--- config.mk ---
export PLATFORM = sky130hd
export DESIGN_NAME = score_judge
export DESIGN_NICKNAME = d
export VERILOG_FILES = /design/src/hdl/play_pkg.sv /design/src/hdl/score_judge.sv
export SDC_FILE = /design/constraint.sdc
export NUM_CORES = 1
export LEC_CHECK = 0
export BUFFER_PORTS_ARGS = -buffer_cell sky130_fd_sc_hd__buf_2
export CORE_ASPECT_RATIO = 1.4
export CORE_UTILIZATION = 50
export CTS_CLUSTER_SIZE = 30
export DETAILED_ROUTE_END_ITERATION = 10
export PLACE_DENSITY_LB_ADDON = 0.25
export SLEW_MARGIN = 20
export SYNTH_ARGS = -nofsm -noshare
export SYNTH_HDL_FRONTEND = slang
export SYNTH_SLANG_ARGS = --single-unit
export TNS_END_PERCENT = 5
--- constraint.sdc ---
create_clock -name prog_clk -period 3.65 [get_ports prog_clk]
set_input_delay 0.1825 -clock prog_clk [delete_from_list [all_inputs] [get_ports prog_clk]]
set_output_delay 0.1825 -clock prog_clk [all_outputs]
set_load 0.02 [all_outputs]
--- src/hdl/play_pkg.sv ---
`default_nettype none

package play_pkg;

    // One chart note or one sampled key set
    typedef struct packed {
        logic       oct_down;
        logic       oct_up;
        logic [6:0] keys;     // One-hot, C in bit 0
    } note_t;

    // Run state of the play screen
    typedef enum logic [1:0] {
        ST_MENU  = 2'd0,
        ST_COUNT = 2'd1,
        ST_PLAY  = 2'd2,
        ST_DONE  = 2'd3
    } play_state_t;

    // Arrow keys from the keypad
    typedef enum logic [1:0] {
        ARROW_NONE  = 2'd0,
        ARROW_LEFT  = 2'd1,
        ARROW_RIGHT = 2'd2
    } arrow_t;

    // Score counter width, wraps on overflow
    localparam int SCORE_W = 14;

    // Points per step
    localparam logic [SCORE_W-1:0] PTS_HIT   = SCORE_W'(4);
    localparam logic [SCORE_W-1:0] PTS_LATE2 = SCORE_W'(2);
    localparam logic [SCORE_W-1:0] PTS_LATE3 = SCORE_W'(1);

endpackage

`default_nettype wire

--- src/hdl/score_judge.sv ---
`default_nettype none
`timescale 1ns/10ps

module score_judge import play_pkg::*; (
    input  logic               prog_clk,
    input  logic               rst,
    input  logic               clear,
    input  logic               step,
    input  logic               playing,
    input  logic               auto_play,
    input  note_t              chart_note,
    input  logic [6:0]         note_keys,
    input  logic               oct_up,
    input  logic               oct_down,
    output logic [SCORE_W-1:0] score
);

    note_t              sample;
    note_t              hist1;
    note_t              hist2;
    note_t              hist3;
    logic [SCORE_W-1:0] pts;

    assign sample = {oct_down, oct_up, note_keys};

    // Full credit for on time or one step late
    always_comb begin
        if (auto_play) begin
            pts = PTS_HIT;
        end else if ((chart_note == sample) || (chart_note == hist1)) begin
            pts = PTS_HIT;
        end else if (chart_note == hist2) begin
            pts = PTS_LATE2;
        end else if (chart_note == hist3) begin
            pts = PTS_LATE3;
        end else begin
            pts = '0;
        end
    end

    always_ff @(posedge prog_clk or posedge rst) begin
        if (rst) begin
            score <= '0;
            hist1 <= '0;
            hist2 <= '0;
            hist3 <= '0;
        end else if (clear) begin
            score <= '0;
            hist1 <= '0;
            hist2 <= '0;
            hist3 <= '0;
        end else if (step && playing) begin
            score <= score + pts;
            hist3 <= hist2;
            hist2 <= hist1;
            hist1 <= sample;
        end
    end

endmodule

`default_nettype wire

==> flow_metrics.py <==
metrics = {
    "run_status": {
        "outcome": "finished, final reports clean",
    },
    "global_routing": {
        "gr-total-overflow": 0,
        "grtUsageTotal": 0.236,
        "grt_max_degree": 42,
        "grt_pass1_vias": 1799,
        "antenna_found_initial": 0,
        "grt_first_pass_wirelength_mm": 8.38,
    },
    "critical_path": {
        "critPathArrivalTime_ns": 3.20,
        "worst_ep_required_time_ns": 3.87,
        "crit_type": "reg -> reg",
        "crit_path_max_incr_delay_ns": 0.40,
        "cp_cell_sequence": "xor2_1, nor4_1, nand4_1, nor4_1, ha_1, inv_1, fa_1, nor2b_1, o211ai_1, or3_1, a21oi_1",
        "crit_buf_inv": 1,
        "path_max_fanout": 5,
        "crit_path_start_kind": "flop",
        "ff2ff_path_depth": 11,
        "crit_path_frequent_cell": "nor4_1",
        "crit_path_top_delay_cell": "dfrtp_1",
        "crit_family": "simple AND/OR/NAND/NOR gates",
        "path_depth": 11,
        "end_kind": "flop",
    },
    "floorplanning": {
        "fp.dieH_um": 81.6,
        "row_count": 28,
        "core-area_um2": 4270,
        "initial_core_util": 0.530,
        "pin_count": 38,
        "die_x_um": 58.9,
        "dieArea_um2": 4800,
    },
    "clock_network": {
        "clock_sinks": 41,
        "clockBufferDepth": 2,
        "worstSkewPairLatency_ns": 0.30,
        "cts_buffers": 5,
        "post_cts_buffers": 0,
        "cts_max_level": 2,
        "cts_resized": 0,
        "cts_tree": "built",
        "clockRootBuffer": "clkbuf_8",
        "cts_hold_buf": 0,
        "clk_pin_slew_ns": 0.08,
    },
    "sta": {
        "fin_crit_ns": 2.98,
        "clock_skew_ns": 0.00408,
        "timing.setup.tns_ns": 0,
        "max_freq_ghz": 0.335,
        "max_slew.worst_pin.slew_ns": 1.04,
        "rsz0062_at_grt": "false",
        "final-hold-violation-count": 0,
        "finalSetupViolCount": 0,
        "fin_crit_sh": 0.817,
        "maxSlewHeadroom": 0.303,
        "slew_violations": 0,
    },
    "yosys": {
        "postSynthAreaPerCell_um2": 8.88,
        "synth_nets": 283,
        "synthCells": 255,
        "yosys.area.top_type": "dfrtp_1",
        "ys_seq_elements": 41,
        "ys_seq_area_frac": 0.453,
        "synth_top_cell_area_share": 0.453,
        "ys_types": 29,
        "synth_area_leaders": "dfrtp_1 45%, nand2_1 10%, xor2_1 9.7%, a21oi_1 7.3%, xnor2_1 6.6%",
        "netlist_area_um2": 2260,
        "ys_warn_count": 0,
    },
    "finish": {
        "fin_util": 0.604,
        "drive_gt1_frac": 0.172,
        "diodes": 0,
        "syn2layout_area_growth_pct": 14.0,
        "fillers": 414,
        "nets": 318,
        "final_cells": 351,
    },
    "routing": {
        "finalWirelength_mm": 4.99,
        "dr_total_vias": 1869,
        "dr.pass1.iters": 4,
        "viasPerCell": 5.32,
        "drt_iter0_drc": 69,
        "wl_per_cell_um": 14.2,
        "remaining_drc_errors": 0,
        "drtAntennaViolNets": 0,
    },
    "flow_run": {
        "maxCapViolCount": 0,
    },
    "pwr": {
        "total_power_uw": 865,
        "irDropWorstVdd_uv": 205,
        "p_per_area_nw_per_um2": 335,
        "leakage_nw": 1.16,
    },
    "place": {
        "io_buffer_count": 37,
        "dp.cells": 343,
        "hpwl_mm": 3.61,
        "globalplace.congestion": 0.864,
    },
    "min_path": {
        "min_path_type": "in -> async",
    },
}
## cell usage in the layout (no fill, tap or decap), types with 3 or more instances in the layout
| cell type | n |
|---|---|
| a21oi_1 | 33 |
| and3_1 | 3 |
| buf_2 | 37 |
| clkbuf_8 | 5 |
| dfrtp_1 | 41 |
| ha_1 | 3 |
| inv_1 | 4 |
| nand2_1 | 61 |
| nand3_1 | 6 |
| nand4_1 | 4 |
| nor2_1 | 9 |
| nor3_1 | 6 |
| nor4_1 | 8 |
| o21ai_0 | 4 |
| or3_1 | 4 |
| xnor2_1 | 17 |
| xor2_1 | 25 |
## sequential cells by signal, indices dropped and copies added, names as in the netlist
name / flops
hist1: 9
hist2: 9
hist3: 9
score: 14
## cell type report
cell class | instances | area, um^2 | area share
clock inverter | 2 | 10.0 | 0.00388
multi-input combinational | 199 | 1180 | 0.458
sequential | 41 | 1030 | 0.398
timing repair buffer | 39 | 200 | 0.0776
tap | 60 | 75.1 | 0.0291
clock buffer | 6 | 72.6 | 0.0281
inverter | 4 | 15.0 | 0.00582
## per-layer routing
| metal | vias to the layer above | global-route usage | wire length (um) |
|---|---|---|---|
| li1 | 928 | - | - |
| met1 | 883 | 0.282 | 2130 |
| met2 | 45 | 0.402 | 2510 |
| met3 | 13 | 0.0520 | 213 |
| met4 | 0 | 0.110 | 144 |
| met5 | - | 0 | 0 |
## through the flow
| step | instance area (um^2) | hold slack (ns) | setup slack, ns |
|---|---|---|---|
| after global routing | 2580 | 0.0685 | 0.424 |
| after floorplan | 2260 | 0.313 | 1.08 |
| after detailed placement | 2500 | 0.347 | 0.710 |
| after CTS | 2580 | 0.0259 | 0.697 |
| final | 2580 | 0.00330 | 0.669 |
| after global placement | 2500 | 0.343 | 0.826 |
## cell families after synthesis
family	Yosys count	synth area share
AOI/OAI and AO/OA	45	0.114
xor gates and xnor gates	42	0.163
adders and majority gates	4	0.0254
buffers and inverters	15	0.0249
DFF	41	0.453
and+or+nand+nor	108	0.219
## power breakdown
part | internal, mW | leakage [nW] | switching, mW
clock network | 0.133 | 0.0450 | 0.157
registers | 0.461 | 0.568 | 0.00747
logic | 0.0372 | 0.544 | 0.0693
total | 0.631 | 1.16 | 0.234
## worst reg2reg max path: stages, from the launching register on
cell and delay (ns):
dfrtp_1 0.40, xor2_1 0.16, nor4_1 0.32, nand4_1 0.14, nor4_1 0.25, ha_1 0.25, inv_1 0.06, fa_1 0.38
nor2b_1 0.25, o211ai_1 0.20, or3_1 0.36, a21oi_1 0.14
## cell usage after synthesis (all sizes together)
cell     number
nand2        61
dfrtp        41
a21oi        33
xor2         25
xnor2        17
clkbuf       11
nor2          9
nor4          8
nand3         6
nor3          6
or3           6
inv           4
nand4         4
o21ai         4
and3          3
ha            3
o211ai        3
a211oi        2
and4          2
nor2b         2
and2          1
fa            1
o2111ai       1
o21a          1
o21ba         1
## final timing paths
path,from,end,slack [ns]
max,hist3[4],score[8],0.67
max reg2reg,hist3[4],score[8],0.67
min reg2reg,hist3[7],hist3[7],0.55
max in group asynchronous,rst,score[5],3.28
min in group prog_clk,note_keys[2],hist1[2],0.13
min,rst,score[13],0.003
Note: power is estimated with default switching activity, not from simulation.
