==> src/hdl/play_pkg.sv <==
`default_nettype none

package play_pkg;

    // One chart note or one sampled key set
    typedef struct packed {
        logic       oct_down;
        logic       oct_up;
        logic [6:0] keys;     // One-hot, C in bit 0
    } note_t;

    // Run state of the play screen
    typedef enum logic [1:0] {
        ST_MENU  = 2'd0,
        ST_COUNT = 2'd1,
        ST_PLAY  = 2'd2,
        ST_DONE  = 2'd3
    } play_state_t;

    // Arrow keys from the keypad
    typedef enum logic [1:0] {
        ARROW_NONE  = 2'd0,
        ARROW_LEFT  = 2'd1,
        ARROW_RIGHT = 2'd2
    } arrow_t;

    // Score counter width, wraps on overflow
    localparam int SCORE_W = 14;

    // Points per step
    localparam logic [SCORE_W-1:0] PTS_HIT   = SCORE_W'(4);
    localparam logic [SCORE_W-1:0] PTS_LATE2 = SCORE_W'(2);
    localparam logic [SCORE_W-1:0] PTS_LATE3 = SCORE_W'(1);

endpackage

`default_nettype wire

==> src/hdl/chart_if.sv <==
`default_nettype none
`timescale 1ns/10ps

interface chart_if import play_pkg::*; #(
    parameter int CHART_LEN = 64
) ();
    localparam int IDX_W = $clog2(CHART_LEN);

    // Write side, loaded over APB
    logic             wr_en;
    logic [IDX_W-1:0] wr_idx;
    note_t            wr_note;

    // Read side, addressed by the note index
    logic [IDX_W-1:0] rd_idx;
    note_t            rd_note;

    modport loader (output wr_en, wr_idx, wr_note);
    modport reader (output rd_idx, input rd_note);
    modport mem (input wr_en, wr_idx, wr_note, rd_idx, output rd_note);

endinterface

`default_nettype wire

==> src/hdl/play_ctrl.sv <==
`default_nettype none
`timescale 1ns/10ps

module play_ctrl import play_pkg::*; #(
    parameter int CHART_LEN   = 64,
    parameter int STEP_CYCLES = 16,
    parameter int CD_STEPS    = 10
) (
    input  logic               prog_clk,
    input  logic               rst,
    input  logic               start,
    input  logic [$clog2(CHART_LEN+1)-1:0] note_cnt,
    input  arrow_t             arrow,
    chart_if.reader            chart,
    output logic               step,
    output logic               clear,
    output logic               playing,
    output play_state_t        state,
    output logic [1:0]         cnt_dn,
    output logic [$clog2(CHART_LEN+1)-1:0] index,
    output logic               saved,
    input  logic [SCORE_W-1:0] score,
    output logic [SCORE_W-1:0] saved_score
);

    localparam int AW = $clog2(CHART_LEN);
    localparam int TW = $clog2(STEP_CYCLES + 1);
    localparam int CW = $clog2(CD_STEPS + 1);

    logic [TW-1:0] step_tmr;
    logic [CW-1:0] cd_cnt;
    logic          running;

    assign running = (state == ST_COUNT) || (state == ST_PLAY);
    assign step    = running && (step_tmr == TW'(STEP_CYCLES - 1));
    assign clear   = start && (state == ST_MENU);
    // Index equal to note_cnt means the chart is exhausted
    assign playing = (state == ST_PLAY) && (index != note_cnt);

    assign chart.rd_idx = index[AW-1:0];

    // Step timer, held at zero outside a run
    always_ff @(posedge prog_clk or posedge rst) begin
        if (rst) begin
            step_tmr <= '0;
        end else if (!running || step) begin
            step_tmr <= '0;
        end else begin
            step_tmr <= step_tmr + 1'b1;
        end
    end

    always_ff @(posedge prog_clk or posedge rst) begin
        if (rst) begin
            state       <= ST_MENU;
            cnt_dn      <= 2'd3;
            cd_cnt      <= '0;
            index       <= '0;
            saved       <= 1'b0;
            saved_score <= '0;
        end else begin
            case (state)
                ST_MENU: begin
                    if (start) begin
                        state  <= ST_COUNT;
                        cnt_dn <= 2'd3;
                        cd_cnt <= '0;
                        index  <= '0;
                    end
                end
                ST_COUNT: begin
                    if (arrow == ARROW_LEFT) begin
                        state <= ST_MENU;
                    end else if (step) begin
                        if (cd_cnt == CW'(CD_STEPS - 1)) begin
                            cd_cnt <= '0;
                            // Digit 0 done, play begins
                            if (cnt_dn == 2'd0) begin
                                state <= ST_PLAY;
                                index <= '0;
                            end else begin
                                cnt_dn <= cnt_dn - 1'b1;
                            end
                        end else begin
                            cd_cnt <= cd_cnt + 1'b1;
                        end
                    end
                end
                ST_PLAY: begin
                    if (arrow == ARROW_LEFT) begin
                        state <= ST_MENU;
                    end else if (index == note_cnt) begin
                        state <= ST_DONE;
                    end else if (step) begin
                        index <= index + 1'b1;
                    end
                end
                ST_DONE: begin
                    if (arrow == ARROW_LEFT) begin
                        state <= ST_MENU;
                    end else if (arrow == ARROW_RIGHT) begin
                        // Keep this run as the record
                        saved_score <= score;
                        saved       <= 1'b1;
                        state       <= ST_MENU;
                    end
                end
                default: state <= ST_MENU;
            endcase
        end
    end

endmodule

`default_nettype wire

==> src/flat_wrapper.sv <==
// flat-port wrapper written by rule: the top's interface ports become plain ports
module play_ctrl_flat import play_pkg::*;
#(
    parameter int CHART_LEN   = 64,
    parameter int STEP_CYCLES = 16,
    parameter int CD_STEPS    = 10
)
  (prog_clk, rst, start, note_cnt, arrow, step, clear, playing, state, cnt_dn, index, saved, score, saved_score, chart_rd_idx, chart_rd_note);
  chart_if #(.CHART_LEN(CHART_LEN)) chart_i ();
  input  logic prog_clk;
  input  logic rst;
  input  logic start;
  input  logic [$clog2(CHART_LEN+1)-1:0] note_cnt;
  input  arrow_t arrow;
  output logic step;
  output logic clear;
  output logic playing;
  output play_state_t state;
  output logic [1:0] cnt_dn;
  output logic [$clog2(CHART_LEN+1)-1:0] index;
  output logic saved;
  input  logic [SCORE_W-1:0] score;
  output logic [SCORE_W-1:0] saved_score;
  output wire logic [$bits(chart_i.rd_idx)-1:0] chart_rd_idx;
  input wire logic [$bits(chart_i.rd_note)-1:0] chart_rd_note;
  assign chart_rd_idx = chart_i.rd_idx;
  assign chart_i.rd_note = chart_rd_note;
  play_ctrl #(.CHART_LEN(CHART_LEN), .STEP_CYCLES(STEP_CYCLES), .CD_STEPS(CD_STEPS)) u_core (.prog_clk(prog_clk), .rst(rst), .start(start), .note_cnt(note_cnt), .arrow(arrow), .chart(chart_i), .step(step), .clear(clear), .playing(playing), .state(state), .cnt_dn(cnt_dn), .index(index), .saved(saved), .score(score), .saved_score(saved_score));
endmodule
==> config.mk <==
export PLATFORM = sky130hd
export DESIGN_NAME = play_ctrl_flat
export DESIGN_NICKNAME = d
export VERILOG_FILES = /design/src/hdl/play_pkg.sv /design/src/hdl/chart_if.sv /design/src/hdl/play_ctrl.sv /design/src/flat_wrapper.sv
export SDC_FILE = /design/constraint.sdc
export NUM_CORES = 1
export LEC_CHECK = 0
export BUFFER_PORTS_ARGS = -buffer_cell sky130_fd_sc_hd__buf_2
export CAP_MARGIN = 5
export CORE_ASPECT_RATIO = 1.5
export CORE_MARGIN = 4
export CORE_UTILIZATION = 49
export DETAILED_ROUTE_END_ITERATION = 16
export PLACE_DENSITY = 0.79
export SLEW_MARGIN = 20
export SYNTH_ARGS = -nofsm -noshare
export SYNTH_HDL_FRONTEND = slang
export SYNTH_SLANG_ARGS = --single-unit
==> constraint.sdc <==
create_clock -name prog_clk -period 2.74 [get_ports prog_clk]
set_input_delay 0.548 -clock prog_clk [delete_from_list [all_inputs] [get_ports prog_clk]]
set_output_delay 0.548 -clock prog_clk [all_outputs]
set_load 0.02 [all_outputs]
==> impl_metrics.toml, run 1 <==
[die]
dieHeight_um = 84.4
fp.coreArea_um2 = 3720
row_count = 27
dieArea_um2 = 4970
fp.dieW_um = 58.9
start_util = 0.513
ios = 70

[global_routing]
antenna_found_initial = 0
grt_max_degree = 36
grt_usage = 0.174
grt_pass1_vias = 1610
grt_first_pass_wirelength_um = 6900
grt_overflow = 0

[placed_design]
gp_congestion = 0.737
dp_cells = 279
dp.final_hpwl_um = 2980
numPortBuffers = 60
pre_cts_ws_ps = 553
post_dp_cell_area_um2 = 2210

[yosys]
synth_area_um2 = 1910
yosysMostFrequentCell = "dfrtp_1"
synth.distinct_cells = 41
syn-num-nets = 230
netlist_top_cells_count = "33 x dfrtp_1, 15 x inv_1, 14 x mux2_2"
netlist_instances = 184
async_flop_share = 1.00
synth_top_area_frac = 0.433
yosys_warnings = 0
yosys.area.top_type = "dfrtp_1"
avgSynthCellArea_um2 = 10.4
yosys-top-cells-area = "dfrtp_1 43%, mux2_2 8.3%, ha_1 7.2%"
ys_ff_latch = 35
synth_edf_count = 0
yosysSeqAreaShare = 0.461
ys.flop_type = "dfrtp_1"

[route]
routed_via_density = 5.25
wirelength_um = 3890
firstDrtPassIters = 5
drt_iter0_drc = 29
vias = 1508
postRouteAntennaNets = 0
wire_per_inst_um = 13.5
drc = 0

[min_path]
hp-class = "in -> async"

[clock_tree]
cts.sinks = 35
path_clk_slew_ps = 70
cts-root-buf = "clkbuf_8"
htree_levels = 2
cts.path.max_buffers = 2
cts_resized = 0
tritoncts = "built"
numCtsBuffers = 5
cts_hold_buf = 0
post_cts.repair.setup_buffers = 0
clock_latency_ps = 280

[critical_path]
cp.arrival_ps = 1720
critPathRequiredTime_ps = 2190
worst-r2r-cell-count = 8
cp-end-kind = "output port"
startpoint = "u_core.step_tmr[0]"
crit_end = "step"
crit-reg2reg-launch = "u_core.step_tmr[0]"
worstSetupStartpointType = "flop"
worstSetupPathType = "reg -> out"
rr_endpoint = "u_core.cd_cnt[3]"
worstPathMaxFanout = 5
r2r_setup_slack_ps = 520

[timing]
max_clock_freq_ghz = 0.441
fin_skew_ps = 3.52
post-route-period-util = 0.827
rsz0062_at_grt = "false"
fin_tns_setup_ps = 0
final.min_clock_period_ps = 2270
setup_ws_ps = 474
worst_pin_slew_ps = 686
finalSetupViolCount = 0
maxSlewHeadroom = 0.542
maxSlewViolCount = 0
holdWs_ps = 343
hold_viol_final = 0

[pwr]
peakVddDrop_mv = 0.993
p_leak_nw = 1.17
power.density_nw_per_um2 = 902
power_mw = 2.12

[outcome]
status = "complete, no violations"

[final_layout]
areaGrowthSynthToFinish_pct = 23.2
fillCellCount = 327
drive_gt1_frac = 0.377
final_area_um2 = 2350
num_antenna_cells = 0
final_util = 0.632
nets = 289
stdcell_count = 287

[job]
cap_viol_max_count = 0
[where the power goes]
part	total, mW	internal, mW	leakage, nW	switching [mW]
registers	0.740	0.659	0.452	0.0809
logic	0.826	0.321	0.655	0.505
clock network	0.553	0.363	0.0644	0.190
total	2.12	1.34	1.17	0.776
[cells by family (layout without fill, tap and decap cells)]
kind of cell | Yosys count | in the layout | synth area share
AOI/OAI and AO/OA | 35 | 35 | 0.125
xor gates and xnor gates | 9 | 9 | 0.0413
adders and majority gates | 11 | 11 | 0.0722
buffers and inverters | 25 | 85 | 0.0623
DFF | 35 | 35 | 0.461
muxes | 15 | 15 | 0.0879
and+or+nand+nor | 54 | 54 | 0.151
[worst max-delay path, stage by stage (launching register included)]
cell and delay [ps]:
dfrtp_1 400, ha_1 230, and3_1 190, ha_1 200
nand2_1 180, inv_1 70, buf_2 160
[routing by layer]
metal,up-vias,wire (µm),GRT usage
li1,754,-,-
met2,42,2090,0.302
met1,708,1570,0.204
met5,-,0,0
met4,0,36,0.0474
met3,4,187,0.0508
[how the worst min path moves through the flow]
stage                       startpoint                     to  depth (start not counted)
floorplan           u_core.step_tmr[0]     u_core.step_tmr[0]                          1
global placement          u_core.saved           u_core.saved                          1
detailed placement        u_core.saved           u_core.saved                          1
CTS                                rst  u_core.saved_score[6]                          3
global route                       rst  u_core.saved_score[6]                          3
finish                             rst  u_core.saved_score[0]                          3
[cell usage in the layout, fill, tap and decap left out, types with 2 or more instances in the layout]
cell type / Yosys / final
a21o_1: 2 / 2
a21oi_1: 4 / 4
buf_2: 2 / 60
buf_4: 6 / 2
bufinv_16: 0 / 2
clkbuf_8: 0 / 5
dfrtp_1: 33 / 33
dfstp_2: 2 / 2
ha_1: 11 / 11
inv_1: 15 / 15
mux2_2: 14 / 14
nand2_1: 9 / 9
nand2b_1: 7 / 7
nand3_1: 9 / 9
nand3b_1: 2 / 2
nand4_1: 2 / 2
nor2_1: 10 / 10
nor2b_1: 2 / 2
nor3_1: 3 / 3
nor4_1: 2 / 2
o211ai_1: 7 / 7
o21ai_0: 8 / 8
o21ai_2: 2 / 2
o22ai_1: 3 / 3
or2_2: 3 / 3
xnor2_1: 8 / 8
[final cells by class]
class                           instances  area, µm²  share of cell area
Timing Repair Buffer                   62        315               0.134
Inverter                               15       56.3              0.0240
Tap cell                               43       53.8              0.0229
Sequential cell                        35        878               0.374
Clock buffer                            5       68.8              0.0293
Multi-Input combinational cell        124        910               0.387
Clock inverter                          3       67.6              0.0288
[flip-flops by register name, indices dropped and copies added, names as in the netlist]
register and cells:
u_core.cd_cnt 4, u_core.cnt_dn 2, u_core.index 7, u_core.step_tmr 5
u_core.saved_score 14, u_core.state 2, u_core.saved 1
Note: power is estimated with default switching activity, not from simulation.
==> inputs of run 2 (changes only) <==
==> constraint.sdc (replaced) <==
create_clock -name prog_clk -period 2.1 [get_ports prog_clk]
set_input_delay 0.42 -clock prog_clk [delete_from_list [all_inputs] [get_ports prog_clk]]
set_output_delay 0.42 -clock prog_clk [all_outputs]
set_load 0.02 [all_outputs]
==> run 2 against run 1 <==
Net effect:
- sequential power rose by 30%
- sequential share of layout area down 1.3 points
- first-iteration DRC count decreased by 3.4%
- non-clock buffer count up 9
- critical path type unchanged
- largest power group unchanged
==> impl_metrics.toml, run 2 (synthesized netlist as in run 1, its figures left out) <==
[critical_path]
slowest_delay_ps = 380
cp-end-kind = "output port"
worstPathMaxFanout = 3
cp.arrival_ps = 1600
cp_num_buf_inv = 3
worstSetupPathType = "reg -> out"
critPathRequiredTime_ps = 1680
crit_path_top_delay_cell = "dfrtp_1"
cp_top_family = "adder cells"
worstSetupStartpointType = "flop"
r2r_setup_slack_ps = 80
crit_chain = "ha_2 -> and3_4 -> ha_2 -> nand2_2 -> buf_6 -> inv_1 -> buf_6"

[route]
wirelength_um = 4060
firstDrtPassIters = 4
vias = 1568
drc = 0
drt_iter0_drc = 28
wire_per_inst_um = 13.7
routed_via_density = 5.30
postRouteAntennaNets = 0

[final_layout]
drive_gt1_frac = 0.427
final_common_cell = "buf_2"
top_register = "u_core.saved_score"
stdcell_count = 296
nets = 298
top_regs = "u_core.saved_score (14), u_core.index (7), u_core.step_tmr (5)"
areaGrowthSynthToFinish_pct = 27.6
num_antenna_cells = 0
largest_reg_flops = 14
final_cell_mix = "59 x buf_2, 33 x dfrtp_1, 15 x inv_1"

[pwr]
p_leak_nw = 1.20
peakVddDrop_mv = 0.984
power_mw = 2.69
power.density_nw_per_um2 = 1100

[global_routing]
grt_first_pass_wirelength_um = 7000
grt_usage = 0.183
grt_overflow = 0
antenna_found_initial = 0
grt_max_degree = 22
grt_pass1_vias = 1605

[die]
fp.coreArea_um2 = 3720
fp.dieW_um = 58.9
ios = 70
row_count = 27
start_util = 0.513
dieHeight_um = 84.4
dieArea_um2 = 4970

[timing]
final.min_clock_period_ps = 2020
finalSetupViolCount = 0
rsz0062_at_grt = "true"
max_clock_freq_ghz = 0.494
worst_pin_slew_ps = 621
hold_viol_final = 0
holdWs_ps = 199
post-route-period-util = 0.964
maxSlewViolCount = 0
maxSlewHeadroom = 0.586
fin_skew_ps = 7.34

[placed_design]
numPortBuffers = 60
gp_congestion = 0.746
dp.final_hpwl_um = 3150
dp_cells = 286

[job]
cap_viol_max_count = 0

[clock_tree]
htree_levels = 2
cts_hold_buf = 0
numCtsBuffers = 5
cts.sinks = 35
tritoncts = "built"
clock_latency_ps = 290
path_clk_slew_ps = 70
cts.path.max_buffers = 2
cts-root-buf = "clkbuf_8"

[outcome]
status = "complete, no violations"

[min_path]
hp-class = "in -> async"
run 2: cell count changes in the layout (fill, tap and decap cells not counted), sizes merged:
cell and delta:
bufinv -2, clkinvlp -1, buf +9, clkbuf +3
run 2: power by group:
group	internal [mW]	total, mW	leakage [nW]	switching [mW]
Combinational	0.491	1.20	0.701	0.710
Clock	0.299	0.526	0.0515	0.227
Sequential	0.861	0.960	0.452	0.0992
run 2: layout make-up:
| type | instances | area, µm² |
|---|---|---|
| Clock buffer | 8 | 100 |
| Tap cell | 43 | 53.8 |
| Multi-Input combinational cell | 124 | 938 |
| Sequential cell | 35 | 878 |
| Inverter | 15 | 56.3 |
| Fill cell | 316 | 1280 |
| Timing Repair Buffer | 71 | 405 |
run 2: worst paths after layout:
kind	end	cells after the start	startpoint
worst max-delay path	step	7	u_core.step_tmr[1]
worst min-delay path	u_core.step_tmr[2]	2	rst
worst max register to register	u_core.index[3]	8	u_core.step_tmr[0]
worst min register to register	u_core.saved	1	u_core.saved
max in group asynchronous	u_core.saved_score[10]	3	rst
min in group prog_clk	u_core.saved_score[4]	2	score[4]
run 2: timing repair:
action                                 4_1_cts  5_1_grt
pin swaps                                    0        4
endpoints found under the hold margin        0        0
gates resized for setup                      4        8
setup endpoints to repair                    2       11
gates cloned                                 0        0
setup buffers                                1        1
run 2: routing by layer:
layer	global-route usage	share of wire	wire, µm	vias up
li1	-	-	-	776
met1	0.207	0.39	1570	741
met2	0.317	0.54	2210	45
met3	0.0492	0.052	212	6
met4	0.0701	0.017	70	0
met5	0	0	0	-
run 2: per-stage QoR:
stage | setup WS [ps] | setup TNS (ps) | cell area, µm² | util
4_1_cts | 32.7 | 0 | 2390 | 0.644
6_report | 76.1 | 0 | 2430 | 0.655
3_3_place_gp | 102 | 0 | 2280 | 0.613
3_5_place_dp | 65.4 | 0 | 2280 | 0.613
5_1_grt | -98.5 | -152 | 2430 | 0.655
2_1_floorplan | 128 | 0 | 1910 | -
