`config.mk`:
```
export PLATFORM = sky130hd
export DESIGN_NAME = apb_regs_flat
export DESIGN_NICKNAME = d
export VERILOG_FILES = /design/src/hdl/play_pkg.sv /design/src/hdl/chart_if.sv /design/src/hdl/apb_regs.sv /design/src/flat_wrapper.sv
export SDC_FILE = /design/constraint.sdc
export NUM_CORES = 1
export LEC_CHECK = 0
export BUFFER_PORTS_ARGS = -buffer_cell sky130_fd_sc_hd__buf_2
export CAP_MARGIN = 20
export CORE_MARGIN = 10
export CORE_UTILIZATION = 26
export DETAILED_ROUTE_END_ITERATION = 12
export PLACE_DENSITY = 0.67
export SKIP_CTS_REPAIR_TIMING = 1
export SLEW_MARGIN = 10
export SYNTH_ARGS = -nofsm -noshare
export SYNTH_HDL_FRONTEND = slang
export SYNTH_SLANG_ARGS = --single-unit
```
`constraint.sdc`:
```
create_clock -name prog_clk -period 4.41 [get_ports prog_clk]
set_input_delay 0.6615 -clock prog_clk [delete_from_list [all_inputs] [get_ports prog_clk]]
set_output_delay 0.6615 -clock prog_clk [all_outputs]
set_load 0.02 [all_outputs]
```
`src/hdl/play_pkg.sv`:
```
`default_nettype none

package play_pkg;

    // One chart note or one sampled key set
    typedef struct packed {
        logic       oct_down;
        logic       oct_up;
        logic [6:0] keys;     // One-hot, C in bit 0
    } note_t;

    // Run state of the play screen
    typedef enum logic [1:0] {
        ST_MENU  = 2'd0,
        ST_COUNT = 2'd1,
        ST_PLAY  = 2'd2,
        ST_DONE  = 2'd3
    } play_state_t;

    // Arrow keys from the keypad
    typedef enum logic [1:0] {
        ARROW_NONE  = 2'd0,
        ARROW_LEFT  = 2'd1,
        ARROW_RIGHT = 2'd2
    } arrow_t;

    // Score counter width, wraps on overflow
    localparam int SCORE_W = 14;

    // Points per step
    localparam logic [SCORE_W-1:0] PTS_HIT   = SCORE_W'(4);
    localparam logic [SCORE_W-1:0] PTS_LATE2 = SCORE_W'(2);
    localparam logic [SCORE_W-1:0] PTS_LATE3 = SCORE_W'(1);

endpackage

`default_nettype wire

```
`src/hdl/chart_if.sv`:
```
`default_nettype none
`timescale 1ns/10ps

interface chart_if import play_pkg::*; #(
    parameter int CHART_LEN = 64
) ();
    localparam int IDX_W = $clog2(CHART_LEN);

    // Write side, loaded over APB
    logic             wr_en;
    logic [IDX_W-1:0] wr_idx;
    note_t            wr_note;

    // Read side, addressed by the note index
    logic [IDX_W-1:0] rd_idx;
    note_t            rd_note;

    modport loader (output wr_en, wr_idx, wr_note);
    modport reader (output rd_idx, input rd_note);
    modport mem (input wr_en, wr_idx, wr_note, rd_idx, output rd_note);

endinterface

`default_nettype wire

```
`src/hdl/apb_regs.sv`:
```
`default_nettype none
`timescale 1ns/10ps

module apb_regs import play_pkg::*; #(
    parameter int CHART_LEN = 64
) (
    input  logic               prog_clk,
    input  logic               rst,
    input  logic [11:0]        paddr,
    input  logic               psel,
    input  logic               penable,
    input  logic               pwrite,
    input  logic [31:0]        pwdata,
    output logic [31:0]        prdata,
    output logic               pready,
    chart_if.loader            chart,
    output logic               start,
    output logic               auto_play,
    output logic [$clog2(CHART_LEN+1)-1:0] note_cnt,
    input  play_state_t        state,
    input  logic [1:0]         cnt_dn,
    input  logic               saved,
    input  logic [$clog2(CHART_LEN+1)-1:0] index,
    input  logic [SCORE_W-1:0] score,
    input  logic [SCORE_W-1:0] saved_score
);

    localparam int IW = $clog2(CHART_LEN + 1);
    localparam int AW = $clog2(CHART_LEN);

    localparam logic [11:0] ADDR_CTRL     = 12'h000;
    localparam logic [11:0] ADDR_NOTE_CNT = 12'h004;
    localparam logic [11:0] ADDR_STATUS   = 12'h008;
    localparam logic [11:0] ADDR_SCORE    = 12'h00C;
    localparam logic [11:0] ADDR_SAVED    = 12'h010;
    localparam logic [11:0] SLOT_BASE     = 12'h100;

    logic        wr_access;
    logic        ctrl_wr;
    logic        slot_hit;
    logic [11:0] slot_off;

    // Zero wait states
    assign pready = 1'b1;

    assign wr_access = psel && penable && pwrite;
    assign ctrl_wr   = wr_access && (paddr == ADDR_CTRL);
    assign start     = ctrl_wr && pwdata[0];

    // Chart slots sit at 0x100 + 4*i
    assign slot_off = paddr - SLOT_BASE;
    assign slot_hit = (paddr >= SLOT_BASE) && (slot_off[11:2] < CHART_LEN);

    assign chart.wr_en   = wr_access && slot_hit;
    assign chart.wr_idx  = slot_off[2 +: AW];
    assign chart.wr_note = pwdata[8:0];

    always_ff @(posedge prog_clk or posedge rst) begin
        if (rst) begin
            note_cnt  <= '0;
            auto_play <= 1'b0;
        end else begin
            if (wr_access && (paddr == ADDR_NOTE_CNT)) begin
                note_cnt <= pwdata[IW-1:0];
            end
            // Mode is only taken when a run can actually start
            if (ctrl_wr && (state == ST_MENU)) begin
                auto_play <= pwdata[1];
            end
        end
    end

    // Read mux, STATUS is {index at bit 8, saved, digit, state}
    always_comb begin
        prdata = '0;
        case (paddr)
            ADDR_NOTE_CNT: prdata[IW-1:0] = note_cnt;
            ADDR_STATUS: begin
                prdata[1:0]      = state;
                prdata[3:2]      = cnt_dn;
                prdata[4]        = saved;
                prdata[8 +: IW]  = index;
            end
            ADDR_SCORE:    prdata[SCORE_W-1:0] = score;
            ADDR_SAVED:    prdata[SCORE_W-1:0] = saved_score;
            default:       prdata = '0;
        endcase
    end

endmodule

`default_nettype wire

```
`src/flat_wrapper.sv`:
```
// flat-port wrapper written by rule: the top's interface ports become plain ports
module apb_regs_flat import play_pkg::*;
#(
    parameter int CHART_LEN = 64
)
  (prog_clk, rst, paddr, psel, penable, pwrite, pwdata, prdata, pready, start, auto_play, note_cnt, state, cnt_dn, saved, index, score, saved_score, chart_wr_en, chart_wr_idx, chart_wr_note);
  chart_if #(.CHART_LEN(CHART_LEN)) chart_i ();
  input  logic prog_clk;
  input  logic rst;
  input  logic [11:0] paddr;
  input  logic psel;
  input  logic penable;
  input  logic pwrite;
  input  logic [31:0] pwdata;
  output logic [31:0] prdata;
  output logic pready;
  output logic start;
  output logic auto_play;
  output logic [$clog2(CHART_LEN+1)-1:0] note_cnt;
  input  play_state_t state;
  input  logic [1:0] cnt_dn;
  input  logic saved;
  input  logic [$clog2(CHART_LEN+1)-1:0] index;
  input  logic [SCORE_W-1:0] score;
  input  logic [SCORE_W-1:0] saved_score;
  output wire logic [$bits(chart_i.wr_en)-1:0] chart_wr_en;
  output wire logic [$bits(chart_i.wr_idx)-1:0] chart_wr_idx;
  output wire logic [$bits(chart_i.wr_note)-1:0] chart_wr_note;
  assign chart_wr_en = chart_i.wr_en;
  assign chart_wr_idx = chart_i.wr_idx;
  assign chart_wr_note = chart_i.wr_note;
  apb_regs #(.CHART_LEN(CHART_LEN)) u_core (.prog_clk(prog_clk), .rst(rst), .paddr(paddr), .psel(psel), .penable(penable), .pwrite(pwrite), .pwdata(pwdata), .prdata(prdata), .pready(pready), .chart(chart_i), .start(start), .auto_play(auto_play), .note_cnt(note_cnt), .state(state), .cnt_dn(cnt_dn), .saved(saved), .index(index), .score(score), .saved_score(saved_score));
endmodule
```
==> flow_summary.html, run 1 <==
<table>
<tr><th>Metric</th><th>Value</th></tr>
<tr><th colspan="2">Floorplanning</th></tr>
<tr><td>DIE HEIGHT</td><td>around 84 um</td></tr>
<tr><td>Floorplan Core Area</td><td>3970 sq um</td></tr>
<tr><td>Starting density of the core</td><td>26.7%</td></tr>
<tr><td>Width of the chip</td><td>83.8 um</td></tr>
<tr><td>I/O pin cnt</td><td>147</td></tr>
<tr><td>Placement row count</td><td>23</td></tr>
<tr><td>Floorplan die area</td><td>7030 sq um</td></tr>
<tr><th colspan="2">Global route</th></tr>
<tr><td>First-pass GRT wire length</td><td>6470 um</td></tr>
<tr><td>Global Route met3 Usage</td><td>under 10%</td></tr>
<tr><td>Met1 track demand over resource</td><td>13.0%</td></tr>
<tr><td>Most heavily used metal layer in global routing</td><td>met2</td></tr>
<tr><td>Residual overflow from global routing</td><td>0</td></tr>
<tr><td>Antenna violations before repair</td><td>0</td></tr>
<tr><td>Overall track demand over capacity in global routing</td><td>a little over a tenth</td></tr>
<tr><td>Number of global-route vias before repair</td><td>~1.3k</td></tr>
<tr><td>GR met2 Demand/Resource</td><td>17.6%</td></tr>
<tr><td>Pin count of the biggest net entering global routing</td><td>20</td></tr>
<tr><th colspan="2">CTS</th></tr>
<tr><td>Number of buffers inserted during clock tree synthesis</td><td>3</td></tr>
<tr><td>Max Root-Sink Buffers</td><td>2</td></tr>
<tr><td>Root buf cell</td><td>sky130_fd_sc_hd__clkbuf_8</td></tr>
<tr><td># H-tree levels</td><td>1</td></tr>
<tr><td>Clock latency on the worst-skew pair</td><td>roughly 220 ps</td></tr>
<tr><td>TritonCTS clock tree</td><td>built</td></tr>
<tr><td>Register clock-pin slew on the reported worst setup and hold paths</td><td>40 ps</td></tr>
<tr><td>Clock sink count</td><td>8</td></tr>
<tr><th colspan="2">Critical path</th></tr>
<tr><td>Endpoint arrival time on the critical path</td><td>2520 ps</td></tr>
<tr><td>Worst Setup Path Type</td><td>in2out</td></tr>
<tr><td>Crit. End Element</td><td>primary output</td></tr>
<tr><td>Highest fanout seen on the critical path</td><td>14</td></tr>
<tr><td>CP Data Required Time</td><td>3750 ps</td></tr>
<tr><td>CP Launch Type</td><td>input pin</td></tr>
<tr><td>Worst setup startpoint</td><td>paddr[5]</td></tr>
<tr><td>Beginning of the worst register-to-register path</td><td>u_core.note_cnt[3]</td></tr>
<tr><th colspan="2">Cells and area</th></tr>
<tr><td>Count of fill cells added during filler insertion</td><td>435</td></tr>
<tr><td>Most frequent cells in the layout</td><td>101 x sky130_fd_sc_hd__buf_2, 18 x sky130_fd_sc_hd__conb_1, 8 x sky130_fd_sc_hd__mux2i_1, 8 x sky130_fd_sc_hd__o2bb2ai_1, 8 x sky130_fd_sc_hd__dfrtp_1</td></tr>
<tr><td>Fraction of final layout cells sized beyond drive strength 1</td><td>63.9%</td></tr>
<tr><td>Leading cell type in the layout, fill and taps excluded</td><td>sky130_fd_sc_hd__buf_2</td></tr>
<tr><td>Area growth syn-to-layout</td><td>37.0%</td></tr>
<tr><td>Final antenna diode count</td><td>0</td></tr>
<tr><td>Nets@finish</td><td>285</td></tr>
<tr><td>Final std cell area, no fill</td><td>1450 sq um</td></tr>
<tr><th colspan="2">Yosys</th></tr>
<tr><td>Dominant combinational cell family by area after synthesis</td><td>buffers and inverters</td></tr>
<tr><td>Complex-gate fraction of the synthesized area</td><td>17.0%</td></tr>
<tr><td>Cell taking the most area after synthesis</td><td>sky130_fd_sc_hd__buf_4</td></tr>
<tr><td>Per-instance average area after synthesis</td><td>9.38 sq um</td></tr>
<tr><td>Synth Area in XOR/XNOR</td><td>0%</td></tr>
<tr><td>Yosys top cell area share</td><td>24.1%</td></tr>
<tr><td>Distinct cells, synth</td><td>29</td></tr>
<tr><td>Count of state elements after synthesis</td><td>8</td></tr>
<tr><td>Cell types with the largest area share after synthesis</td><td>sky130_fd_sc_hd__buf_4 24%, sky130_fd_sc_hd__dfrtp_1 19%, sky130_fd_sc_hd__mux2_4 9.9%, sky130_fd_sc_hd__mux2i_1 7.6%, sky130_fd_sc_hd__o2bb2ai_1 6.6%</td></tr>
<tr><td>Adder-cell area share of the yosys netlist</td><td>0%</td></tr>
<tr><td>Multiplexer fraction of the synthesized cell area</td><td>18.5%</td></tr>
<tr><td>Total standard cell area after synthesis</td><td>1060 sq um</td></tr>
<tr><td>Synthesis Warnings</td><td>0</td></tr>
<tr><td>Post-Synth Simple-Gate Area</td><td>17.1%</td></tr>
<tr><td>Post-Synthesis Cells</td><td>between 100 and 150</td></tr>
<tr><td>Sequential area share after synthesis</td><td>between 10% and 20%</td></tr>
<tr><th colspan="2">Power</th></tr>
<tr><td>Reported leakage power</td><td>a little under 0.9 nW</td></tr>
<tr><td>Power density over the cells</td><td>163 nW/um^2</td></tr>
<tr><td>Worst voltage drop across the vdd grid</td><td>156 uV</td></tr>
<tr><th colspan="2">Route</th></tr>
<tr><td>Post-detailed-route DRC marker count</td><td>0</td></tr>
<tr><td>Number of iterations in the first detailed-routing pass</td><td>4</td></tr>
<tr><td>Aggregate routed wire length</td><td>4190 um</td></tr>
<tr><td>Via/cell ratio</td><td>4.60</td></tr>
<tr><td>Final ANT Viol Nets</td><td>0</td></tr>
<tr><td>Via count</td><td>between 1k and 1.5k</td></tr>
<tr><td>Routed length per placed instance</td><td>17.2 um</td></tr>
<tr><td>DRC violation total after the first TritonRoute iteration</td><td>28</td></tr>
<tr><th colspan="2">STA</th></tr>
<tr><td>Setup TNS</td><td>0 ps</td></tr>
<tr><td>Actual slew at the worst max-slew pin</td><td>867 ps</td></tr>
<tr><td>Setup-failing EPs final</td><td>0</td></tr>
<tr><td>Slew HR</td><td>41.9%</td></tr>
<tr><td>Final setup skew</td><td>0 ps</td></tr>
<tr><td>Setup repair after global routing missed its margin</td><td>no</td></tr>
<tr><td>Max Freq</td><td>~310 MHz</td></tr>
<tr><td>Final period utilization</td><td>72.2%</td></tr>
<tr><td>Final hold violation count</td><td>0</td></tr>
<tr><td>Max-slew violation count</td><td>0</td></tr>
<tr><td>Time the worst path needs with I/O delays and setup</td><td>3180 ps</td></tr>
<tr><th colspan="2">Placed design</th></tr>
<tr><td>IO Port Bufs</td><td>just over 100</td></tr>
<tr><td>Placed instance area</td><td>1410 sq um</td></tr>
<tr><td>Estimated wirelength of the detail-placed design</td><td>3750 um</td></tr>
<tr><td>Routability-driven placement congestion ratio</td><td>0.744</td></tr>
<tr><th colspan="2">Min path</th></tr>
<tr><td>Worst hold path type</td><td>in2async</td></tr>
<tr><th colspan="2">Run status</th></tr>
<tr><td>Run status</td><td>finished, final reports clean</td></tr>
<tr><th colspan="2">Run</th></tr>
<tr><td>Max-capacitance violation count</td><td>0</td></tr>
</table>
==> layer usage <==
| metal | part of all wire (%) | wire [um] |
|---|---|---|
| met3 | 12 | 485 |
| met1 | 42 | 1780 |
| met2 | 45 | 1880 |
| met5 | 0 | 0 |
| met4 | 1.1 | 46 |
==> worst paths after layout <==
path                                       to  slack [ps]  depth (start not counted)
min in group prog_clk        u_core.auto_play         510                          1
min                          u_core.auto_play         380                          2
max reg2reg                u_core.note_cnt[3]        3620                          1
max in group asynchronous  u_core.note_cnt[0]        3800                          2
min reg2reg                  u_core.auto_play         510                          1
max                                 prdata[1]        1230                          5
==> power breakdown <==
group	internal, mW	leakage [nW]	switching [mW]
combinational	0.0310	0.741	0.0468
clock	0.0589	0.0216	0.0262
sequential	0.0739	0.112	0.0000698
total	0.164	0.874	0.0731
==> critical path, cell delays in order <==
cell and delay (ps):
sky130_fd_sc_hd__buf_2 100, sky130_fd_sc_hd__or4_4 570, sky130_fd_sc_hd__nor3_2 720, sky130_fd_sc_hd__a221o_2 290
sky130_fd_sc_hd__buf_2 170
==> Yosys cell counts, drive strengths merged <==
cell     count
clkbuf       3
or3          2
a221o        5
buf         36
nand3        2
nor3b        1
and3         8
dfrtp        8
nor3         4
nor2         2
nor2b        1
mux2i        8
a32o         1
nand2        2
mux2         8
inv          3
a22o         5
or4          2
conb         2
nor4         2
o2bb2ai      8
==> sequential cells by signal, indices dropped and copies added, names as in the netlist <==
register	count
u_core.note_cnt	7
u_core.auto_play	1
==> cells by family after synthesis <==
family                 after synthesis
other                                2
buffers and inverters               42
AO/OA/AOI/OAI                       19
flip-flops                           8
AND/OR/NAND/NOR                     26
multiplexers                        16
==> through the flow <==
step	std cells	utilization (%)	hold WS (ps)	setup WS [ps]	power (mW)
4_1_cts	244	36.5	388	1180	0.240
5_1_grt	244	36.5	409	1060	0.251
2_1_floorplan	129	-	477	1600	0.137
3_5_place_dp	241	35.5	505	1170	0.153
6_report	244	36.5	379	1230	0.237
3_3_place_gp	241	35.5	485	1200	0.152
==> final cells by class <==
type | count | area [sq um] | area share (%)
tap | 50 | 62.6 | 4.31
timing repair buffer | 101 | 505 | 34.8
multi-input combinational | 79 | 631 | 43.4
sequential | 8 | 200 | 13.8
clock buffer | 3 | 41.3 | 2.84
inverter | 3 | 11.3 | 0.776
Note: power is estimated with default switching activity, not from simulation.
==> run 2, diff against run 1 <==
ABC_AREA = 1   (was not set)
PLACE_DENSITY = 0.66   (was 0.67)
clock period = 2.7 ns   (was 4.41 ns; I/O delays follow)
==> run 2 against run 1 <==
Net effect: cell count increased by 34%; area after synthesis increased by 13%; clock power increased by 63%; die area increased by 9.9%; combinational power increased by 56%; core utilization decreased by 0.80 points; critical path depth increased by 4; via count increased by 23%; first-iteration DRC count increased by 14%; clock-buffer cell count unchanged; critical path type unchanged.
==> flow_summary.html, run 2 <==
<table>
<tr><th>Metric</th><th>Value</th></tr>
<tr><th colspan="2">Yosys</th></tr>
<tr><td>Distinct cells, synth</td><td>18 (-38%)</td></tr>
<tr><td>Most frequent cell after synthesis</td><td>sky130_fd_sc_hd__nand3_1</td></tr>
<tr><td>Number of enable-type register cells in the synthesized netlist</td><td>0 (unchanged)</td></tr>
<tr><td>Sequential area share after synthesis</td><td>16.7% (-2.2 points)</td></tr>
<tr><td>Synthesis Warnings</td><td>0 (unchanged)</td></tr>
<tr><td>Post-synth top flop</td><td>sky130_fd_sc_hd__dfrtp_1</td></tr>
<tr><td>Count of state elements after synthesis</td><td>8 (unchanged)</td></tr>
<tr><td>Per-instance average area after synthesis</td><td>6.24 sq um (-33%)</td></tr>
<tr><td>Cell taking the most area after synthesis</td><td>sky130_fd_sc_hd__buf_4</td></tr>
<tr><td>Post-Synthesis Cells</td><td>192 (+70%)</td></tr>
<tr><td>Async set-reset flop share out of synthesis</td><td>100% (unchanged)</td></tr>
<tr><td>Cell types with the largest area share after synthesis</td><td>sky130_fd_sc_hd__buf_4 23%, sky130_fd_sc_hd__nand3_1 20%, sky130_fd_sc_hd__dfrtp_1 17%, sky130_fd_sc_hd__nand2_1 13%, sky130_fd_sc_hd__inv_1 8.1%</td></tr>
<tr><td>Total standard cell area after synthesis</td><td>1200 sq um (+13%)</td></tr>
<tr><td>Commonest cells in the synthesized netlist</td><td>47 x sky130_fd_sc_hd__nand3_1, 41 x sky130_fd_sc_hd__nand2_1, 37 x sky130_fd_sc_hd__buf_4, 26 x sky130_fd_sc_hd__inv_1, 12 x sky130_fd_sc_hd__nor2_1</td></tr>
<tr><td>Yosys top cell area share</td><td>23.2% (-0.91 points)</td></tr>
<tr><th colspan="2">Placed design</th></tr>
<tr><td>Worst slack, placed</td><td>507 ps (-666 ps)</td></tr>
<tr><td>Estimated wirelength of the detail-placed design</td><td>3820 um (+1.9%)</td></tr>
<tr><td>IO Port Bufs</td><td>101 (unchanged)</td></tr>
<tr><td>Routability-driven placement congestion ratio</td><td>0.760 (+2.1%)</td></tr>
<tr><th colspan="2">Cells and area</th></tr>
<tr><td>Largest reg by FF count</td><td>u_core.note_cnt</td></tr>
<tr><td>Total area of multi-input combinational cells</td><td>661 sq um (+4.8%)</td></tr>
<tr><td>Number of flip-flops under the largest register name</td><td>7 (unchanged)</td></tr>
<tr><td>Count of fill cells added during filler insertion</td><td>500 (+15%)</td></tr>
<tr><td>Sequential standard cell area</td><td>200 sq um (unchanged)</td></tr>
<tr><td>Area growth syn-to-layout</td><td>31.6%</td></tr>
<tr><td>Leading cell type in the layout, fill and taps excluded</td><td>sky130_fd_sc_hd__buf_2</td></tr>
<tr><td>Most frequent cells in the layout</td><td>101 x sky130_fd_sc_hd__buf_2, 47 x sky130_fd_sc_hd__nand3_1, 41 x sky130_fd_sc_hd__nand2_1</td></tr>
<tr><td>Final antenna diode count</td><td>0 (unchanged)</td></tr>
<tr><td>Largest regs</td><td>u_core.note_cnt (7), u_core.auto_play (1)</td></tr>
<tr><td>Nets@finish</td><td>365 (+28%)</td></tr>
<tr><td>Fraction of final layout cells sized beyond drive strength 1</td><td>43.4% (-20 points)</td></tr>
<tr><th colspan="2">Critical path</th></tr>
<tr><td>Crit. End Element</td><td>primary output</td></tr>
<tr><td>CP Data Required Time</td><td>2300 ps (-1450 ps)</td></tr>
<tr><td>Maximum single-stage delay on the critical path</td><td>520 ps (-200 ps)</td></tr>
<tr><td>Number of buffers and inverters on the critical path</td><td>4 (+2)</td></tr>
<tr><td>Internal reg-to-reg setup slack</td><td>2040 ps (-1580 ps)</td></tr>
<tr><td>Worst Setup Path Type</td><td>in2out</td></tr>
<tr><td>Endpoint arrival time on the critical path</td><td>1760 ps (-760 ps)</td></tr>
<tr><td>Highest fanout seen on the critical path</td><td>14 (unchanged)</td></tr>
<tr><td>CP Launch Type</td><td>input pin</td></tr>
<tr><td>CP Cell Sequence</td><td>buf_2 -&gt; nor2_1 -&gt; inv_1 -&gt; nor2_2 -&gt; nand3_1 -&gt; nand2_1 -&gt; inv_1 -&gt; nand2_1 -&gt; buf_2</td></tr>
<tr><td>CP max-delay cell</td><td>sky130_fd_sc_hd__nor2_2</td></tr>
<tr><td>Kind of cell with the highest combined delay on the critical path</td><td>simple AND/OR/NAND/NOR gates</td></tr>
<tr><th colspan="2">STA</th></tr>
<tr><td>Setup-failing EPs final</td><td>0 (unchanged)</td></tr>
<tr><td>Actual slew at the worst max-slew pin</td><td>651 ps (-216 ps)</td></tr>
<tr><td>Setup TNS</td><td>0 ps (unchanged)</td></tr>
<tr><td>Final hold violation count</td><td>0 (unchanged)</td></tr>
<tr><td>Slew HR</td><td>56.5% (+15 points)</td></tr>
<tr><td>Time the worst path needs with I/O delays and setup</td><td>2170 ps</td></tr>
<tr><td>Max Freq</td><td>about 460 MHz</td></tr>
<tr><td>Max-slew violation count</td><td>0 (unchanged)</td></tr>
<tr><td>Setup repair after global routing missed its margin</td><td>no</td></tr>
<tr><td>Final period utilization</td><td>80.3%</td></tr>
<tr><td>Worst Setup Slack, final</td><td>531 ps (-694 ps)</td></tr>
<tr><td>Final setup skew</td><td>0 ps (unchanged)</td></tr>
<tr><th colspan="2">Power</th></tr>
<tr><td>Power density over the cells</td><td>241 nW/um^2 (+48%)</td></tr>
<tr><td>Combinational fraction of design power</td><td>31.7% (-1.1 points)</td></tr>
<tr><td>Reported leakage power</td><td>1.02 nW (+16%)</td></tr>
<tr><td>Net switching fraction of the power</td><td>31.3% (+0.40 points)</td></tr>
<tr><td>Clock share of power</td><td>36.5% (+0.5 points)</td></tr>
<tr><td>Internal cell power</td><td>0.261 mW (+60%)</td></tr>
<tr><td>Portion of total power attributed to sequential cells</td><td>31.7% (+0.5 points)</td></tr>
<tr><td>Worst voltage drop across the vdd grid</td><td>217 uV (+39%)</td></tr>
<tr><td>Net switching power</td><td>0.119 mW (+63%)</td></tr>
<tr><th colspan="2">CTS</th></tr>
<tr><td>Register clock-pin slew on the reported worst setup and hold paths</td><td>40 ps (about the same)</td></tr>
<tr><td>TritonCTS clock tree</td><td>built</td></tr>
<tr><td>Number of buffers inserted during clock tree synthesis</td><td>3 (unchanged)</td></tr>
<tr><td># H-tree levels</td><td>1 (unchanged)</td></tr>
<tr><td>Clock sink count</td><td>8 (unchanged)</td></tr>
<tr><td>Root buf cell</td><td>sky130_fd_sc_hd__clkbuf_8</td></tr>
<tr><td>Max Root-Sink Buffers</td><td>2 (unchanged)</td></tr>
<tr><td>Clock latency on the worst-skew pair</td><td>220 ps (about the same)</td></tr>
<tr><th colspan="2">Run</th></tr>
<tr><td>Max-capacitance violation count</td><td>0 (unchanged)</td></tr>
<tr><th colspan="2">Floorplanning</th></tr>
<tr><td>Starting density of the core</td><td>27.2% (+0.47 points)</td></tr>
<tr><td>I/O pin cnt</td><td>147 (unchanged)</td></tr>
<tr><td>Floorplan Core Area</td><td>4410 sq um (+11%)</td></tr>
<tr><td>Width of the chip</td><td>87.9 um (+4.8%)</td></tr>
<tr><td>DIE HEIGHT</td><td>87.9 um (+4.8%)</td></tr>
<tr><td>Placement row count</td><td>24 (+4.3%)</td></tr>
<tr><td>Floorplan die area</td><td>7730 sq um (+9.9%)</td></tr>
<tr><th colspan="2">Route</th></tr>
<tr><td>Final ANT Viol Nets</td><td>0 (unchanged)</td></tr>
<tr><td>Via count</td><td>1,384 (+23%)</td></tr>
<tr><td>Routed length per placed instance</td><td>13.3 um (-22%)</td></tr>
<tr><td>Post-detailed-route DRC marker count</td><td>0 (unchanged)</td></tr>
<tr><td>Via/cell ratio</td><td>4.25 (-7.7%)</td></tr>
<tr><td>Aggregate routed wire length</td><td>4350 um (+3.8%)</td></tr>
<tr><td>DRC violation total after the first TritonRoute iteration</td><td>32 (+14%)</td></tr>
<tr><td>Number of iterations in the first detailed-routing pass</td><td>4 (unchanged)</td></tr>
<tr><th colspan="2">Global route</th></tr>
<tr><td>First-pass GRT wire length</td><td>6580 um (+1.7%)</td></tr>
<tr><td>Number of global-route vias before repair</td><td>1,383 (+9.9%)</td></tr>
<tr><td>Antenna violations before repair</td><td>0 (unchanged)</td></tr>
<tr><td>Residual overflow from global routing</td><td>0 (unchanged)</td></tr>
<tr><td>Pin count of the biggest net entering global routing</td><td>38 (+90%)</td></tr>
<tr><td>Overall track demand over capacity in global routing</td><td>10.1% (-0.85 points)</td></tr>
<tr><th colspan="2">Min path</th></tr>
<tr><td>Worst hold path type</td><td>in2async</td></tr>
<tr><th colspan="2">Run status</th></tr>
<tr><td>Run status</td><td>finished, final reports clean</td></tr>
</table>
==> run 2: kinds of logic after synthesis <==
| group | count (synthesis) | share of synthesized area [%] |
|---|---|---|
| AND/OR/NAND/NOR | 110 | 44.4 |
| buffers and inverters | 65 | 33.2 |
| flip-flops | 8 | 16.7 |
| AO/OA/AOI/OAI | 7 | 5.11 |
| other | 2 | 0.627 |
==> run 2: worst register-to-register path: cells and delay by family, from the launching register on <==
family	cells	cell delay, ps
DFF	1	400
AOI/OAI and AO/OA	1	50
and+or+nand+nor	1	90
==> run 2: power by group through the flow <==
stage	registers [mW]	logic (mW)	clock network, mW
finish	0.121	0.121	0.139
global route	0.121	0.133	0.149
CTS	0.121	0.121	0.145
detailed placement	0.122	0.121	0
global placement	0.122	0.120	0
floorplan	0.122	0.0966	0
==> run 2: final cells by class <==
class,count,share of cell area [%]
Multi-Input combinational cell,135,41.9
Timing Repair Buffer,102,32.5
Sequential cell,8,12.7
Inverter,26,6.19
Tap cell,52,4.12
Clock buffer,3,2.62
==> run 2: routing by layer <==
metal / wire length [um] / GRT usage [%]
met3: 634 / 3.90
met2: 2150 / 18.3
met1: 1560 / 11.0
met5: 0 / 0
met4: 5 / 1.74
==> run 2: final timing paths <==
kind,startpoint,endpoint,cells past startpoint
worst max-delay path,paddr[1],prdata[0],9
worst min-delay path,rst,u_core.note_cnt[4],2
worst max register to register,u_core.note_cnt[6],u_core.note_cnt[6],2
worst min register to register,u_core.note_cnt[1],u_core.note_cnt[1],2
max in group asynchronous,rst,u_core.auto_play,2
min in group prog_clk,pwdata[2],u_core.note_cnt[2],3
==> run 2: through the flow <==
| stage | area, sq um | util (%) | power, mW | cells | hold slack [ps] |
|---|---|---|---|---|---|
| after floorplan | 1260 | - | 0.219 | 208 | 221 |
| final | 1580 | 35.7 | 0.380 | 326 | 121 |
| after detailed placement | 1540 | 34.8 | 0.243 | 323 | 365 |
| after global routing | 1580 | 35.7 | 0.402 | 326 | 149 |
| after CTS | 1580 | 35.7 | 0.387 | 326 | 130 |
| after global placement | 1540 | 34.8 | 0.242 | 323 | 360 |
